### config.mk
export PLATFORM = sky130hd
export DESIGN_NAME = mfu_top
export DESIGN_NICKNAME = d
export VERILOG_FILES = /design/src/rtl/mfu_pkg.sv /design/src/rtl/mfu_lane.sv /design/src/rtl/mfu_operand_stage.sv /design/src/rtl/mfu_result_stage.sv /design/src/rtl/mfu_top.sv
export VERILOG_INCLUDE_DIRS = /design/src /design/src/rtl
export SDC_FILE = /design/constraint.sdc
export NUM_CORES = 1
export LEC_CHECK = 0
export BUFFER_PORTS_ARGS = -buffer_cell sky130_fd_sc_hd__buf_2
export CAP_MARGIN = 20
export CORE_MARGIN = 10
export CORE_UTILIZATION = 50
export DETAILED_ROUTE_END_ITERATION = 10
export MAX_ROUTING_LAYER = met4
export PLACE_DENSITY = 0.66
export SLEW_MARGIN = 20
export SYNTH_ARGS = -nofsm -noshare
export SYNTH_HDL_FRONTEND = slang
export SYNTH_SLANG_ARGS = --single-unit
### constraint.sdc
create_clock -name clk -period 5.2 [get_ports clk]
set_clock_uncertainty 0.1 [all_clocks]
set_input_delay 0.52 -clock clk [delete_from_list [all_inputs] [get_ports clk]]
set_output_delay 0.52 -clock clk [all_outputs]
set_load 0.005 [all_outputs]
### src/rtl/mfu_config.svh
`ifndef MFU_CONFIG_SVH
`define MFU_CONFIG_SVH

// Elements carried by one vector
`define MFU_NUM_LANES 4

// Signed element width
`define MFU_DATA_WIDTH 8

// Vector register file geometry
`define MFU_VRF_DEPTH 16
`define MFU_VRF_AWIDTH 4

// Edges from a sampled strobe to out_data_available
// Operand stage 1, lanes 2, result stage 1
`define MFU_LATENCY 4

`endif

### src/rtl/mfu_pkg.sv
`include "mfu_config.svh"

package mfu_pkg;

    // Operation select, encoding kept from the older MFU
    typedef enum logic [1:0] {
        op_activation = 2'd0,
        op_add        = 2'd1,
        op_mul        = 2'd2,
        op_bypass     = 2'd3
    } mfu_op_e;

    // Activation function for op_activation
    typedef enum logic {
        act_relu = 1'b0,
        act_tanh = 1'b1
    } act_kind_e;

    // One signed vector element
    typedef logic signed [`MFU_DATA_WIDTH-1:0] elem_t;

    // Full vector, lane 0 sits in the low bits
    typedef elem_t [`MFU_NUM_LANES-1:0] vec_t;

endpackage

### src/rtl/mfu_lane.sv
`timescale 1ns/1ps

module mfu_lane import mfu_pkg::*; (
    input  logic      clk,
    input  mfu_op_e   stage_op,
    input  act_kind_e stage_act_kind,
    input  elem_t     primary,
    input  elem_t     secondary,
    output elem_t     result
);

    // tanh segment lookup, y = slope * x + intercept
    elem_t tanh_slope;
    elem_t tanh_intercept;

    // Stage one combinational result
    elem_t stage_one_value;
    elem_t stage_one_intercept;

    // Stage one registers
    elem_t s1_value;
    elem_t s1_intercept;

    // Segment table, searched from the top of the range downwards
    always_comb begin
        if (primary >= 90) begin
            tanh_slope     = elem_t'(0);
            tanh_intercept = elem_t'(127);
        end else if (primary >= 39) begin
            tanh_slope     = elem_t'(0);
            tanh_intercept = elem_t'(99);
        end else if (primary >= 28) begin
            tanh_slope     = elem_t'(2);
            tanh_intercept = elem_t'(46);
        end else if (primary >= 16) begin
            tanh_slope     = elem_t'(3);
            tanh_intercept = elem_t'(18);
        end else if (primary >= 1) begin
            tanh_slope     = elem_t'(4);
            tanh_intercept = elem_t'(0);
        end else if (primary == 0) begin
            tanh_slope     = elem_t'(0);
            tanh_intercept = elem_t'(0);
        end else if (primary >= -15) begin
            tanh_slope     = elem_t'(4);
            tanh_intercept = elem_t'(0);
        end else if (primary >= -27) begin
            tanh_slope     = elem_t'(3);
            tanh_intercept = elem_t'(-18);
        end else if (primary >= -38) begin
            tanh_slope     = elem_t'(2);
            tanh_intercept = elem_t'(-46);
        end else if (primary >= -89) begin
            tanh_slope     = elem_t'(0);
            tanh_intercept = elem_t'(-99);
        end else begin
            // Saturated negative end, includes -128
            tanh_slope     = elem_t'(0);
            tanh_intercept = elem_t'(-127);
        end
    end

    // Stage one operation select
    // Intercept stays zero except for tanh, so stage two is a plain carry
    always_comb begin
        stage_one_value     = primary;
        stage_one_intercept = elem_t'(0);
        case (stage_op)
            op_add: begin
                // Wraps at 8 bits
                stage_one_value = primary + secondary;
            end
            op_mul: begin
                // Low 8 bits of the product
                stage_one_value = primary * secondary;
            end
            op_activation: begin
                if (stage_act_kind == act_tanh) begin
                    stage_one_value     = tanh_slope * primary;
                    stage_one_intercept = tanh_intercept;
                end else begin
                    // ReLU, sign bit decides
                    stage_one_value = primary[$bits(elem_t)-1] ? elem_t'(0) : primary;
                end
            end
            default: begin
                // Bypass
                stage_one_value = primary;
            end
        endcase
    end

    always_ff @(posedge clk) begin
        s1_value     <= stage_one_value;
        s1_intercept <= stage_one_intercept;
    end

    // Stage two, intercept add for tanh
    always_ff @(posedge clk) begin
        result <= s1_value + s1_intercept;
    end

endmodule

### src/rtl/mfu_operand_stage.sv
`timescale 1ns/1ps

`include "mfu_config.svh"

module mfu_operand_stage import mfu_pkg::*; (
    input  logic                       clk,
    input  logic                       reset,
    input  logic                       in_data_available,
    input  mfu_op_e                    operation,
    input  act_kind_e                  activation_type,
    input  vec_t                       primary_inp,
    input  logic [`MFU_VRF_AWIDTH-1:0] vrf_read_addr,
    input  logic                       vrf_write_en,
    input  logic [`MFU_VRF_AWIDTH-1:0] vrf_write_addr,
    input  vec_t                       vrf_write_data,
    output logic                       stage_valid,
    output mfu_op_e                    stage_op,
    output act_kind_e                  stage_act_kind,
    output vec_t                       stage_primary,
    output vec_t                       stage_secondary
);

    // Single register file, shared by add and multiply
    vec_t vrf_mem [`MFU_VRF_DEPTH];

    // Write port
    always_ff @(posedge clk) begin
        if (vrf_write_en) begin
            vrf_mem[vrf_write_addr] <= vrf_write_data;
        end
    end

    // Synchronous read port
    // Same-address write in this cycle is not visible yet, old word comes out
    always_ff @(posedge clk) begin
        stage_secondary <= vrf_mem[vrf_read_addr];
    end

    // Operand capture, every cycle
    // Lanes only look at it when the matching valid travels alongside
    always_ff @(posedge clk) begin
        stage_primary  <= primary_inp;
        stage_op       <= operation;
        stage_act_kind <= activation_type;
    end

    // Strobe register, start of the valid chain
    always_ff @(posedge clk) begin
        if (!reset) begin
            stage_valid <= 1'b0;
        end else begin
            stage_valid <= in_data_available;
        end
    end

endmodule

### src/rtl/mfu_result_stage.sv
`timescale 1ns/1ps

module mfu_result_stage import mfu_pkg::*; (
    input  logic clk,
    input  logic reset,
    input  logic stage_valid,
    input  vec_t lane_results,
    output vec_t out_data,
    output logic out_data_available
);

    // Valid shadow of the two lane stages
    logic [1:0] valid_dly;

    always_ff @(posedge clk) begin
        if (!reset) begin
            valid_dly <= 2'b00;
        end else begin
            valid_dly <= {valid_dly[0], stage_valid};
        end
    end

    // Output register, holds between strobes
    always_ff @(posedge clk) begin
        if (!reset) begin
            out_data           <= '0;
            out_data_available <= 1'b0;
        end else begin
            out_data_available <= valid_dly[1];
            if (valid_dly[1]) begin
                out_data <= lane_results;
            end
        end
    end

endmodule

### src/rtl/mfu_top.sv
`timescale 1ns/1ps

`include "mfu_config.svh"

module mfu_top import mfu_pkg::*; (
    input  logic                       clk,
    input  logic                       reset,
    input  logic                       in_data_available,
    input  mfu_op_e                    operation,
    input  act_kind_e                  activation_type,
    input  vec_t                       primary_inp,
    input  logic [`MFU_VRF_AWIDTH-1:0] vrf_read_addr,
    input  logic                       vrf_write_en,
    input  logic [`MFU_VRF_AWIDTH-1:0] vrf_write_addr,
    input  vec_t                       vrf_write_data,
    output vec_t                       out_data,
    output logic                       out_data_available
);

    // Operand stage outputs
    logic      stage_valid;
    mfu_op_e   stage_op;
    act_kind_e stage_act_kind;
    vec_t      stage_primary;
    vec_t      stage_secondary;

    // Gathered lane outputs
    vec_t      lane_results;

    mfu_operand_stage u_operand_stage (
        .clk               (clk),
        .reset             (reset),
        .in_data_available (in_data_available),
        .operation         (operation),
        .activation_type   (activation_type),
        .primary_inp       (primary_inp),
        .vrf_read_addr     (vrf_read_addr),
        .vrf_write_en      (vrf_write_en),
        .vrf_write_addr    (vrf_write_addr),
        .vrf_write_data    (vrf_write_data),
        .stage_valid       (stage_valid),
        .stage_op          (stage_op),
        .stage_act_kind    (stage_act_kind),
        .stage_primary     (stage_primary),
        .stage_secondary   (stage_secondary)
    );

    // One lane per element, op and activation kind shared
    for (genvar i = 0; i < `MFU_NUM_LANES; i++) begin : g_lane
        mfu_lane u_lane (
            .clk            (clk),
            .stage_op       (stage_op),
            .stage_act_kind (stage_act_kind),
            .primary        (stage_primary[i]),
            .secondary      (stage_secondary[i]),
            .result         (lane_results[i])
        );
    end

    mfu_result_stage u_result_stage (
        .clk                (clk),
        .reset              (reset),
        .stage_valid        (stage_valid),
        .lane_results       (lane_results),
        .out_data           (out_data),
        .out_data_available (out_data_available)
    );

endmodule
After elaboration in Yosys (flattened, before gate mapping)

Memory sizes are Yosys's and may differ from the RTL's. A register that Yosys moved wholly into a read port is not among the register bits.
Index checks and enable logic that the tools add are counted.

Add/sub/neg operators: 8
Multipliers: 8
Order comparisons: 36
Equal/unequal tests: 2
Muxes and demuxes: 90
Bitwise gates (word level): 2
Reduce and logical (&&, ||, !) cells: 10

Operator list:

| cell                                                               | count |
|---|---|
| two-way mux 8 bit                                                  | 44 |
| two-way mux 7 bit                                                  | 32 |
| zero test 32 bit                                                   | 4 |
| greater-or-equal comparator 8 x 6 -> 1 bit (second input constant) | 12 |
| one-hot mux 8 bit (3 select lines)                                 | 4 |
| adder 8 bit                                                        | 8 |
| greater-or-equal comparator 8 x 7 -> 1 bit (second input constant) | 8 |
| greater-or-equal comparator 8 bit (second input constant)          | 8 |
| multiplier 8 x 8 -> 8 bit                                          | 8 |
| OR reduction 9 bit                                                 | 4 |
| greater-or-equal comparator 8 x 2 -> 1 bit (second input constant) | 4 |
| greater-or-equal comparator 8 x 5 -> 1 bit (second input constant) | 4 |
| two-way mux 5 bit                                                  | 4 |
| two-way mux 2 bit                                                  | 4 |
| == test 2 x 1 -> 1 bit (second input constant)                     | 1 |
| == test 2 bit (second input constant)                              | 1 |
| zero test 2 bit                                                    | 1 |
| two-way mux 1 bit                                                  | 2 |
| inverter 1 bit                                                     | 2 |
| AND reduction 2 bit                                                | 1 |

Register bits: 167
RAM bits: 512
Bits of input ports: 79
Logic and storage cells: 186
Memories kept: 1

Memories:

| memory                  | depth | width | rd ports | clocked after Yosys merged registers in | write ports | line                    | source |
|---|---|---|---|---|---|---|---|
| u_operand_stage.vrf_mem | 16    | 32    | 1        | 1                                       | 1           | mfu_operand_stage.sv:24 | `` vec_t vrf_mem [`MFU_VRF_DEPTH]; `` |

Depth between registers and ports, before layout

Gate-level depths: netlist of run 1.

Word-level depth: 13
Gate-level depth with buffers: 20

Modules after synthesis

A second synthesis of run 1 with hierarchy kept.

Cells, all modules: 2,409
Area total of the unflattened synthesis: 34,269.1 µm²

By module, submodules not included:

| module                           | times used | cells each | area an instance (µm²) | sequential area each (µm²) |
|---|---|---|---|---|
| mfu_operand_stage                | 1          | 875        | 20,562.2               | 16,736.1 |
| mfu_lane at g_lane[0].u_lane ... | 2          | 367        | 3,103.0                | 460.4 |
| mfu_lane at g_lane[1].u_lane     | 1          | 344        | 3,128.0                | 460.4 |
| mfu_lane at g_lane[3].u_lane     | 1          | 347        | 3,050.4                | 460.4 |
| mfu_result_stage                 | 1          | 109        | 1,322.5                | 700.7 |

Worst setup path after synthesis of run 1

Ideal clock, no wire load.

Path kind: register to register
Start point: register u_operand_stage.stage_primary[25] (netlist name)
End point: register g_lane[3].u_lane.s1_value[5]
Setup time: 134 ps
Arrival time: 4,275 ps
Required time: 4,966 ps
Setup slack: 691 ps
Cell stages (with the launch flop): 15
Clock period less this slack: 4,509 ps
Path through: dfxtp_1 or4_1 a221o_1 nand2_1 a21oi_1 nor2_1 nand2_1 fa_1 inv_1 ha_1 fa_1 ha_1 fa_1 a22o_1 mux4_2

Longest elaborated chain between the ends: 13

Ends and longest elaborated chain:

| item                                       | line                    | source |
|---|---|---|
| from (decl)                                | mfu_operand_stage.sv:19 | `output vec_t stage_primary,` |
| from (signal assigned)                     | mfu_operand_stage.sv:42 | `stage_primary <= primary_inp;` |
| greater-or-equal comparator 8 x 7 -> 1 bit | mfu_lane.sv:50          | `end else if (primary >= -38) begin` |
| two-way mux 2 bit                          | mfu_lane.sv:50          |  |
| two-way mux 8 bit                          | mfu_lane.sv:47          | `end else if (primary >= -27) begin` |
| two-way mux 8 bit                          | mfu_lane.sv:44          | `end else if (primary >= -15) begin` |
| two-way mux 8 bit                          | mfu_lane.sv:41          | `end else if (primary == 0) begin` |
| two-way mux 8 bit                          | mfu_lane.sv:38          | `end else if (primary >= 1) begin` |
| two-way mux 8 bit                          | mfu_lane.sv:35          | `end else if (primary >= 16) begin` |
| two-way mux 8 bit                          | mfu_lane.sv:32          | `end else if (primary >= 28) begin` |
| two-way mux 8 bit                          | mfu_lane.sv:29          | `end else if (primary >= 39) begin` |
| two-way mux 8 bit                          | mfu_lane.sv:26          | `if (primary >= 90) begin` |
| multiplier 8 x 8 -> 8 bit                  | mfu_lane.sv:79          | `stage_one_value = tanh_slope * primary;` |
| two-way mux 8 bit                          | mfu_lane.sv:78          | `if (stage_act_kind == act_tanh) begin` |
| one-hot mux 8 bit (3 select lines) (*)     | mfu_lane.sv:68          | `case (stage_op)` |
| via g_lane[3].u_lane.stage_one_value[5]    | mfu_lane.sv:17          | `elem_t stage_one_value;` |
| to (signal assigned)                       | mfu_lane.sv:94          | `s1_value <= stage_one_value;` |
| to (decl)                                  | mfu_lane.sv:21          | `elem_t s1_value;` |

The timed path passes the listed nets; every way through them passes the cells marked *.
A chain may end at the register's enable or synchronous reset.

Worst setup path after layout of run 1

Start point: register u_operand_stage.stage_primary[27] (netlist name)
End point: register g_lane[3].u_lane.s1_value[5]

The elaborated chain is that of the path after synthesis.

==> results of run 1 <==
==> Yosys cell counts (4+ instances only) <==
cell type,instances
or2_2,4
inv_1,161
ha_1,204
mux2i_1,42
buf_1,14
nand3_1,16
a31oi_1,8
o211ai_1,7
a21oi_1,86
nor3_1,18
edfxtp_1,512
xor2_1,27
a22oi_1,9
o21bai_1,12
o21ai_0,45
o22ai_1,4
a311oi_1,4
a22o_1,7
fa_1,76
mux4_2,170
nor2b_1,43
nand2_1,97
a211oi_1,9
or3_1,5
buf_2,8
clkbuf_1,72
nor2_1,108
xnor2_1,98
a21o_1,23
dfxtp_1,195
or4_1,5
a32oi_1,5
nand2b_1,7
xnor3_1,10
and2_1,131
==> flip-flops by register name, indices dropped and copies added (netlist names), 2 cells and up <==
signal	cells
u_operand_stage.stage_primary	32
g_lane.u_lane.s1_intercept	28
u_operand_stage.stage_secondary	32
u_operand_stage.stage_op	2
g_lane.u_lane.s1_value	32
u_result_stage.out_data	32
u_result_stage.valid_dly	2
g_lane.u_lane.result	32
u_operand_stage.vrf_mem	512
==> metal layers <==
layer  GRT usage  wire, um
met1       0.258     32500
met2       0.330     37000
met4      0.0574      1830
met5           -         0
met3      0.0359      4040
==> worst max-delay path by stage <==
stage | to | slack, ps | cells past startpoint
after global placement | g_lane[3].u_lane.s1_value[5] | 420 | 14
after floorplan | g_lane[3].u_lane.s1_value[5] | 690 | 14
after detailed placement | g_lane[3].u_lane.s1_value[5] | 330 | 14
after CTS | g_lane[3].u_lane.s1_value[5] | 290 | 14
after global routing | g_lane[0].u_lane.s1_value[7] | 50 | 17
final | g_lane[3].u_lane.s1_value[5] | 350 | 14
==> per-stage QoR <==
step,setup WS (ps),instance area [um2]
floorplan,691,33800
global placement,417,35600
detailed placement,328,35600
finish,346,38300
CTS,286,38300
global route,50.1,38300
==> layout make-up <==
| cell class | count | area share |
|---|---|---|
| Sequential cell | 707 | 0.503 |
| Multi-Input combinational cell | 1325 | 0.356 |
| Clock buffer | 99 | 0.0527 |
| Timing Repair Buffer | 199 | 0.0347 |
| Tap cell | 873 | 0.0285 |
| Inverter | 161 | 0.0158 |
| Clock inverter | 36 | 0.00927 |
| Antenna cell | 7 | 0.000457 |
==> logic make-up (layout without fill, tap and decap cells) <==
group	count (synthesis)	after routing	synth area share
xor gates and xnor gates	135	135	0.0391
muxes	213	213	0.126
adders and majority gates	280	280	0.121
other	0	7	0
DFF	707	707	0.571
and+or+nand+nor	448	448	0.0671
buffers and inverters	255	495	0.0287
AOI/OAI and AO/OA	249	249	0.0471
==> what timing repair did <==
item / in CTS / in global routing
endpoints found under the setup margin: 0 / 2
endpoints found under the hold margin: 36 / 0
hold buffers: 36 / 0
gates resized for setup: 0 / 2
==> power breakdown <==
| group | internal, mW | leakage [nW] | switching, mW |
|---|---|---|---|
| Sequential | 6.36 | 6.25 | 0.194 |
| Clock | 2.93 | 1.15 | 2.25 |
| Combinational | 1.23 | 7.30 | 1.25 |
==> metrics.md, run 1 <==
| Metric | Value |
|---|---|
| Outcome | `finished, final reports clean` |
| Post-synth top flop | `edfxtp_1` |
| DP HPWL | `48.1 mm` |
| Mean Syn Cell Area | `14.8 um2` |
| Storage element area | `19,300 um2` |
| Dominant cells by area after synthesis | `edfxtp_1, dfxtp_1, mux4_2` |
| CTS HTree Levels | `3` |
| Max VDD drop | `328 uV` |
| Crit-path leading delay family | `adder cells` |
| Number of flops mapped to enable cells by yosys | `512` |
| R2r endpoint | `g_lane[3].u_lane.s1_value[5]` |
| Post-layout minimum cycle time | `4850 ps` |
| Nets | `2,828` |
| Worst path most repeated cell | `fa_1` |
| Vias in the first global route | `20,300` |
| CP max FO | `8` |
| Biggest area consumer among synthesized cells | `edfxtp_1` |
| Worst endpoint required time | `5580 ps` |
| Via density | `5.59` |
| Initial antenna violation count | `9` |
| Cell chain of the critical path | `or4_1 > a221o_1 > nand2_1 > a21oi_1 > nor2_1 > nand2_1 > fa_1 > inv_1 > ha_1 > fa_1 > ha_1 > fa_1 > a22o_1 > mux4_2` |
| Fillers | `5,342` |
| CTS tree | `built` |
| Die area | `78,300 um2` |
| Cells after DPL | `3,229` |
| Root cell of the clock tree | `clkbuf_16` |
| Final Hold Viols | `0` |
| WL final | `75.4 mm` |
| Yosys warnings | `0` |
| CP Launch Type | `flip-flop` |
| Setup violators final | `0` |
| Clock Sinks | `707` |
| Most common cell after layout, fill and taps aside | `edfxtp_1` |
| Hold-critical path endpoint | `u_operand_stage.vrf_mem[14][16]` |
| Final Power | `14.2 mW` |
| Util after Layout | `0.572` |
| Maximum number of pins on one net before global-route repair | `59` |
| R2R cell count | `14` |
| Lkg Pwr | `14.7 nW` |
| Number of port buffers | `111` |
| Die Ht | `280 um` |
| Bufs on Longest Clock Path | `3` |
| Slew HR | `0.339` |
| Final setup TNS | `0 ps` |
| CP max stage cell | `fa_1` |
| Flop-to-flop setup slack | `350 ps` |
| Max Cap Violations | `0` |
| CTS buffer count | `75` |
| I/O pin count | `112` |
| Hold_sp | `vrf_write_data[16]` |
| Most frequent cells in the layout | `edfxtp_1, ha_1, dfxtp_1, mux4_2, inv_1` |
| Worst-Skew Late Latency | `630 ps` |
| CP Capture Type | `flip-flop` |
| Die width | `280 um` |
| Worst hold slack | `167 ps` |
| Critical path type | `reg2reg` |
| Seq/Total Area, Yosys | `0.571` |
| Post-CTS Setup Repair Bufs | `0` |
| Overflow after GRT | `0` |
| Synth top area share | `0.455` |
| Drt pass-1 iters | `5` |
| Synth unique cells | `61` |
| Drt initial violations | `1,239` |
| Routed WL per cell | `22.1 um` |
| Multi-input gate area | `13,600 um2` |
| RSZ-0062 raised after global routing | `no` |
| Synthesized area | `33,800 um2` |
| Gr usage total | `0.202` |
| Hold depth | `1` |
| Fin crit share | `0.933` |
| Critical path origin | `u_operand_stage.stage_primary[27]` |
| Pwr Density | `371 nW/um2` |
| CP Data Arrival Time | `5240 ps` |
| Hold/Removal Path Class | `in2reg` |
| Share of post-route cells with drive strength above 1 | `0.186` |
| Fmax | `0.206 GHz` |
| Area Growth Syn to Fin | `13.5%` |
| First-pass GRT wire length | `119 mm` |
| Slowest cell delay on critical path | `550 ps` |
| Syn Inst Count | `2,287` |
| Synthesized net count | `2,646` |
| Tightest Pin Transition | `991 ps` |
| Drc violations | `0` |
| Ys async rst share | `0` |
| Final Slew Violations | `0` |
| Clock-pin slew on the worst setup and hold paths | `60 ps` |
| Rows | `95` |
| CP Buf/Inv Count | `1` |
| Non-Filler Instances | `3,407` |
| Routed Antenna Nets | `0` |
| RD Place Congestion | `0.894` |
| Worst flop-to-flop path startpoint | `u_operand_stage.stage_primary[27]` |
| Starting density of the core | `0.504` |
| Via Count | `19,100` |
| Seq cells post-synth | `707` |
| CORE AREA | `67,000 um2` |
(Power assumes the default switching activity.)
==> inputs of run 2 (changes only) <==
Settings changed: ABC_CLOCK_PERIOD_IN_PS from default to 5200, MAX_ROUTING_LAYER met4 to default, PLACE_DENSITY 0.66 to default, PLACE_DENSITY_LB_ADDON from default to 0.05.
==> run 2 against run 1 <==
Net effect: sequential share of layout area down 0.42 points; power up 3.8%; cell count about the same; via count up 0.47%; combinational power about the same; maximum frequency up 0.61%; die area unchanged; cell area up 0.84%.
==> metrics.md, run 2 (synthesized netlist as in run 1, its figures left out) <==
| Metric | Value |
|---|---|
| CP max stage cell | `fa_1` |
| Root cell of the clock tree | `clkbuf_16` |
| Fin crit share | `0.928 (-0.00564)` |
| Gr usage total | `0.200 (-0.00216)` |
| Clock Sinks | `707 (unchanged)` |
| Pwr Density | `382 nW/um2 (+3.0%)` |
| Rows | `95 (unchanged)` |
| Max VDD drop | `355 uV (+8.1%)` |
| Max Cap Violations | `0 (unchanged)` |
| Most common cell after layout, fill and taps aside | `edfxtp_1` |
| Multi-input gate area | `13,600 um2 (about the same)` |
| Drt pass-1 iters | `5 (unchanged)` |
| CTS HTree Levels | `3 (unchanged)` |
| CTS tree | `built` |
| Post-CTS Setup Repair Bufs | `0 (unchanged)` |
| Final Power | `14.8 mW (+3.8%)` |
| Top reg by flops | `u_operand_stage.vrf_mem` |
| First-pass GRT wire length | `120 mm (+0.75%)` |
| Slew HR | `0.328 (-0.0112)` |
| Most frequent cells in the layout | `edfxtp_1, ha_1, dfxtp_1, mux4_2, inv_1` |
| Max reg flops | `512 (unchanged)` |
| Post-place instance area | `35,600 um2 (+0.10%)` |
| Cell chain of the critical path | `a311o_1 > a21oi_1 > a21oi_1 > nand2b_1 > fa_1 > inv_1 > ha_1 > fa_1 > ha_1 > a21o_1 > a21oi_1 > xnor3_1 > mux2i_1 > a211oi_1 > nand3_1` |
| DP HPWL | `49.5 mm (+2.9%)` |
| Final setup TNS | `0 ps (unchanged)` |
| Crit-path leading delay family | `compound AO/OA/AOI/OAI gates` |
| R2R cell count | `15 (+1)` |
| Area Growth Syn to Fin | `14.5%` |
| CORE AREA | `67,000 um2 (unchanged)` |
| Setup violators final | `0 (unchanged)` |
| RD Place Congestion | `0.848 (-5.1%)` |
| Design area | `38,700 um2 (+0.84%)` |
| Routed Antenna Nets | `0 (unchanged)` |
| Maximum number of pins on one net before global-route repair | `59 (unchanged)` |
| CP max FO | `17 (+9)` |
| I/O pin count | `112 (unchanged)` |
| Die area | `78,300 um2 (unchanged)` |
| Drc violations | `0 (unchanged)` |
| Vias in the first global route | `20,300 (+0.22%)` |
| Worst endpoint required time | `5600 ps (+20 ps)` |
| Number of port buffers | `111 (unchanged)` |
| Die Ht | `280 um (unchanged)` |
| Clock-pin slew on the worst setup and hold paths | `60 ps (about the same)` |
| Storage element area | `19,300 um2 (about the same)` |
| CP Data Arrival Time | `5220 ps (-20 ps)` |
| Die width | `280 um (unchanged)` |
| Nets | `2,833 (+0.18%)` |
| Final Slew Violations | `0 (unchanged)` |
| Initial antenna violation count | `9 (unchanged)` |
| Critical path type | `reg2reg` |
| Hold/Removal Path Class | `in2reg` |
| Drt initial violations | `1,275 (+2.9%)` |
| Worst-Skew Late Latency | `620 ps (about the same)` |
| Fmax | `0.207 GHz (+0.61%)` |
| Via density | `5.62 (+0.38%)` |
| CP Launch Type | `flip-flop` |
| Final Hold Viols | `0 (unchanged)` |
| CP Buf/Inv Count | `1 (unchanged)` |
| Bufs on Longest Clock Path | `3 (unchanged)` |
| Starting density of the core | `0.504 (unchanged)` |
| Worst path most repeated cell | `a21oi_1` |
| RSZ-0062 raised after global routing | `no` |
| Routed WL per cell | `22.5 um (+1.7%)` |
| CP Capture Type | `flip-flop` |
| Slowest cell delay on critical path | `530 ps (-20 ps)` |
| Critical path depth | `15 (+1)` |
| Hold depth | `1 (unchanged)` |
| Via Count | `19,100 (+0.47%)` |
| Lkg Pwr | `14.9 nW (+1.1%)` |
| Overflow after GRT | `0 (unchanged)` |
| Fillers | `5,302 (-0.75%)` |
| WL final | `76.7 mm (+1.8%)` |
| CTS buffer count | `76 (+1.3%)` |
| Tightest Pin Transition | `1010 ps (+16.9 ps)` |
| Share of post-route cells with drive strength above 1 | `0.190 (+0.00447)` |
| Post-layout minimum cycle time | `4820 ps (-29.3 ps)` |
| Outcome | `finished, final reports clean` |
[run 2: cell count changes in the layout (fill, tap and decap cells not counted), moves of 2 or more]
cell,previous run,this run
diode_2,7,1
inv_6,5,2
clkbuf_8,4,9
clkbuf_1,20,16
clkinv_1,8,6
clkinv_2,9,7
bufinv_16,3,10
clkinv_16,1,3
buf_4,52,56
[run 2: report_power, final]
group          internal (mW)  total (mW)  switching [mW]  leakage (nW)
combinational           1.24        2.51            1.27          7.32
sequential              6.36        6.55           0.187          6.25
clock                   3.39        5.70            2.31          1.29
[run 2: path summary, 6_finish.rpt]
check	start	slack (ps)	to
max reg2reg	u_operand_stage.stage_primary[1]	380	g_lane[0].u_lane.s1_value[7]
max	u_operand_stage.stage_primary[1]	380	g_lane[0].u_lane.s1_value[7]
min reg2reg	u_operand_stage.stage_valid	330	u_result_stage.valid_dly[0]
min	vrf_write_data[20]	170	u_operand_stage.vrf_mem[3][20]
[run 2: repair_timing]
| item | in CTS | in global routing |
|---|---|---|
| hold buffers | 36 | 0 |
| hold endpoints to repair | 36 | 0 |
| resized for setup | 0 | 0 |
[run 2: layout make-up]
cell class | instances | share of cell area
repair buffers | 203 | 0.0352
multi-input cells | 1325 | 0.353
inverters | 161 | 0.0156
well taps | 873 | 0.0283
flip-flops and latches | 707 | 0.499
clock inverters | 39 | 0.0152
diodes | 1 | 0.0000647
clock buffers | 101 | 0.0543
[run 2: metal layers]
metal	global-route usage	vias up	share of wire
met1	0.261	9721	0.42
met5	0	-	0.00074
met4	0.0550	10	0.021
met2	0.338	480	0.50
met3	0.0386	106	0.059
li1	-	8832	-
[run 2: stage by stage]
stage | worst slack (ps) | cells | util | hold slack, ps
after global routing | 67.1 | 3410 | 0.577 | 156
after global placement | 555 | 3233 | 0.531 | 319
final | 376 | 3410 | 0.577 | 167
after detailed placement | 423 | 3233 | 0.531 | 317
after floorplan | 691 | 2287 | - | 306
after CTS | 406 | 3409 | 0.577 | 133
==> inputs of run 3 (changes only) <==
Settings changed: CTS_BUF_LIST from default to sky130_fd_sc_hd__clkbuf_8.
==> run 3 against run 2 <==
Net effect: register-to-register slack better by 20 ps; first-iteration DRC count is 4.2% higher; count of clock-buffer cells in the layout grew 24.
==> metrics.md, run 3 (synthesized netlist as in run 1, its figures left out) <==
| Metric | Value |
|---|---|
| DP HPWL | `49.5 mm (unchanged)` |
| Final Power | `13.8 mW (-6.4%)` |
| CTS buffer count | `116 (+53%)` |
| Routed Antenna Nets | `0 (unchanged)` |
| Area Growth Syn to Fin | `13.8%` |
| CP Launch Type | `flip-flop` |
| Drc violations | `0 (unchanged)` |
| Share of post-route cells with drive strength above 1 | `0.193 (+0.00277)` |
| Overflow after GRT | `0 (unchanged)` |
| CP Data Arrival Time | `5310 ps (+90 ps)` |
| Fmax | `0.208 GHz (+0.33%)` |
| Most frequent cells in the layout | `edfxtp_1, inv_1, ha_1, dfxtp_1, mux4_2` |
| Vias in the first global route | `20,600 (+1.6%)` |
| Hold/Removal Path Class | `in2reg` |
| Outcome | `finished, final reports clean` |
| Final Hold Viols | `0 (unchanged)` |
| Worst endpoint required time | `5700 ps (+100 ps)` |
| Final Slew Violations | `0 (unchanged)` |
| Post-layout minimum cycle time | `4810 ps (-15.9 ps)` |
| Nets | `2,888 (+1.9%)` |
| Util after Layout | `0.573 (-0.00356)` |
| Gr usage total | `0.201 (+0.000824)` |
| Die Ht | `280 um (unchanged)` |
| Via Count | `19,300 (+0.94%)` |
| CTS Hold Buffers Added | `51 (+42%)` |
| Initial antenna violation count | `9 (unchanged)` |
| Die area | `78,300 um2 (unchanged)` |
| CTS tree | `built` |
| Top reg by flops | `u_operand_stage.vrf_mem` |
| Max VDD drop | `240 uV (-32%)` |
| Critical path type | `reg2reg` |
| Final setup margin | `391 ps (+15.9 ps)` |
| Lkg Pwr | `15.0 nW (+0.83%)` |
| I/O pin count | `112 (unchanged)` |
| Post-cts gate resize count | `0 (unchanged)` |
| Drt initial violations | `1,329 (+4.2%)` |
| Via density | `5.52 (-1.7%)` |
| Max reg flops | `512 (unchanged)` |
| Number of port buffers | `111 (unchanged)` |
| Max Cap Violations | `0 (unchanged)` |
| Setup violators final | `0 (unchanged)` |
| CP max FO | `17 (unchanged)` |
| CP Capture Type | `flip-flop` |
| Most common cell after layout, fill and taps aside | `edfxtp_1` |
| Rows | `95 (unchanged)` |
| Slew HR | `0.321 (-0.00707)` |
| Tightest Pin Transition | `1020 ps (+8.19 ps)` |
| CTS HTree Levels | `3 (unchanged)` |
| Die width | `280 um (unchanged)` |
| Bufs on Longest Clock Path | `3 (unchanged)` |
| RSZ-0062 raised after global routing | `no` |
| First-pass GRT wire length | `120 mm (+0.64%)` |
| Fillers | `5,393 (+1.7%)` |
| Worst-Skew Late Latency | `750 ps (+130 ps)` |
| Maximum number of pins on one net before global-route repair | `59 (unchanged)` |
| Pwr Density | `359 nW/um2 (-5.9%)` |
| Worst flop-to-flop path startpoint | `u_operand_stage.stage_primary[1]` |
| Root cell of the clock tree | `clkbuf_8` |
| Routed WL per cell | `22.0 um (-2.1%)` |
| Drt pass-1 iters | `5 (unchanged)` |
| Clock-pin slew on the worst setup and hold paths | `70 ps (about the same)` |
| RD Place Congestion | `0.848 (unchanged)` |
| Starting density of the core | `0.504 (unchanged)` |
| Critical path origin | `u_operand_stage.stage_primary[1]` |
| Clock Sinks | `707 (unchanged)` |
| Fin crit share | `0.925 (-0.00305)` |
| CORE AREA | `67,000 um2 (unchanged)` |
| Hold_sp | `vrf_write_data[1]` |
| Setup Slack @ Placement | `423 ps (unchanged)` |
| Final setup TNS | `0 ps (unchanged)` |
| WL final | `77.1 mm (+0.49%)` |
| Post-CTS Setup Repair Bufs | `0 (unchanged)` |
-- run 3: cell types whose count changed in the layout (fill, tap and decap cells not counted), moves of 12 or more --
cell           previous run  this run
clkbuf_8                  9       126
clkbuf_16                77         0
inv_1                   161       214
clkbuf_1                 16         0
dlygate4sd3_1            36        51
clkinv_1                  6        18
-- run 3: routing by layer --
layer,part of all wire,global-route usage
met1,0.43,0.261
met2,0.50,0.341
met3,0.056,0.0392
met4,0.023,0.0547
met5,0.00039,0
-- run 3: final cells by class --
type,count,area (um2),share of cell area
antenna,3,7.51,0.000195
clock buffer,125,1720,0.0448
clock inverter,88,569,0.0148
inverter,161,604,0.0157
multi-input combinational,1325,13600,0.355
sequential,707,19300,0.502
tap,873,1090,0.0284
timing repair buffer,218,1510,0.0393
-- run 3: worst paths after layout --
path	to	slack, ps	depth (start not counted)
worst max-delay path	g_lane[0].u_lane.s1_value[7]	390	15
worst min-delay path	u_operand_stage.vrf_mem[5][1]	50	1
worst max register to register	g_lane[0].u_lane.s1_value[7]	390	15
worst min register to register	u_result_stage.valid_dly[0]	330	1
-- run 3: worst max-delay path, cell delays in order, from the launching register on --
cell,delay (ps)
dfxtp_1,500
a311o_1,450
a21oi_1,370
a21oi_1,240
nand2b_1,220
fa_1,530
inv_1,40
ha_1,290
fa_1,480
ha_1,290
a21o_1,160
a21oi_1,190
xnor3_1,350
mux2i_1,140
a211oi_1,220
nand3_1,120
-- run 3: power by group --
| group | leakage (nW) | internal, mW | switching [mW] | total [mW] |
|---|---|---|---|---|
| Clock | 1.35 | 2.52 | 2.22 | 4.74 |
| Sequential | 6.25 | 6.36 | 0.187 | 6.55 |
| Combinational | 7.38 | 1.24 | 1.27 | 2.51 |
| Total | 15.0 | 10.1 | 3.67 | 13.8 |
-- run 3: through the flow --
step                      std cells  area [um2]  hold slack, ps
after floorplan                2287       33800             306
after detailed placement       3233       35600             317
after global routing           3499       38400            12.0
after CTS                      3497       38400            1.58
after global placement         3233       35600             319
final                          3500       38400            54.4
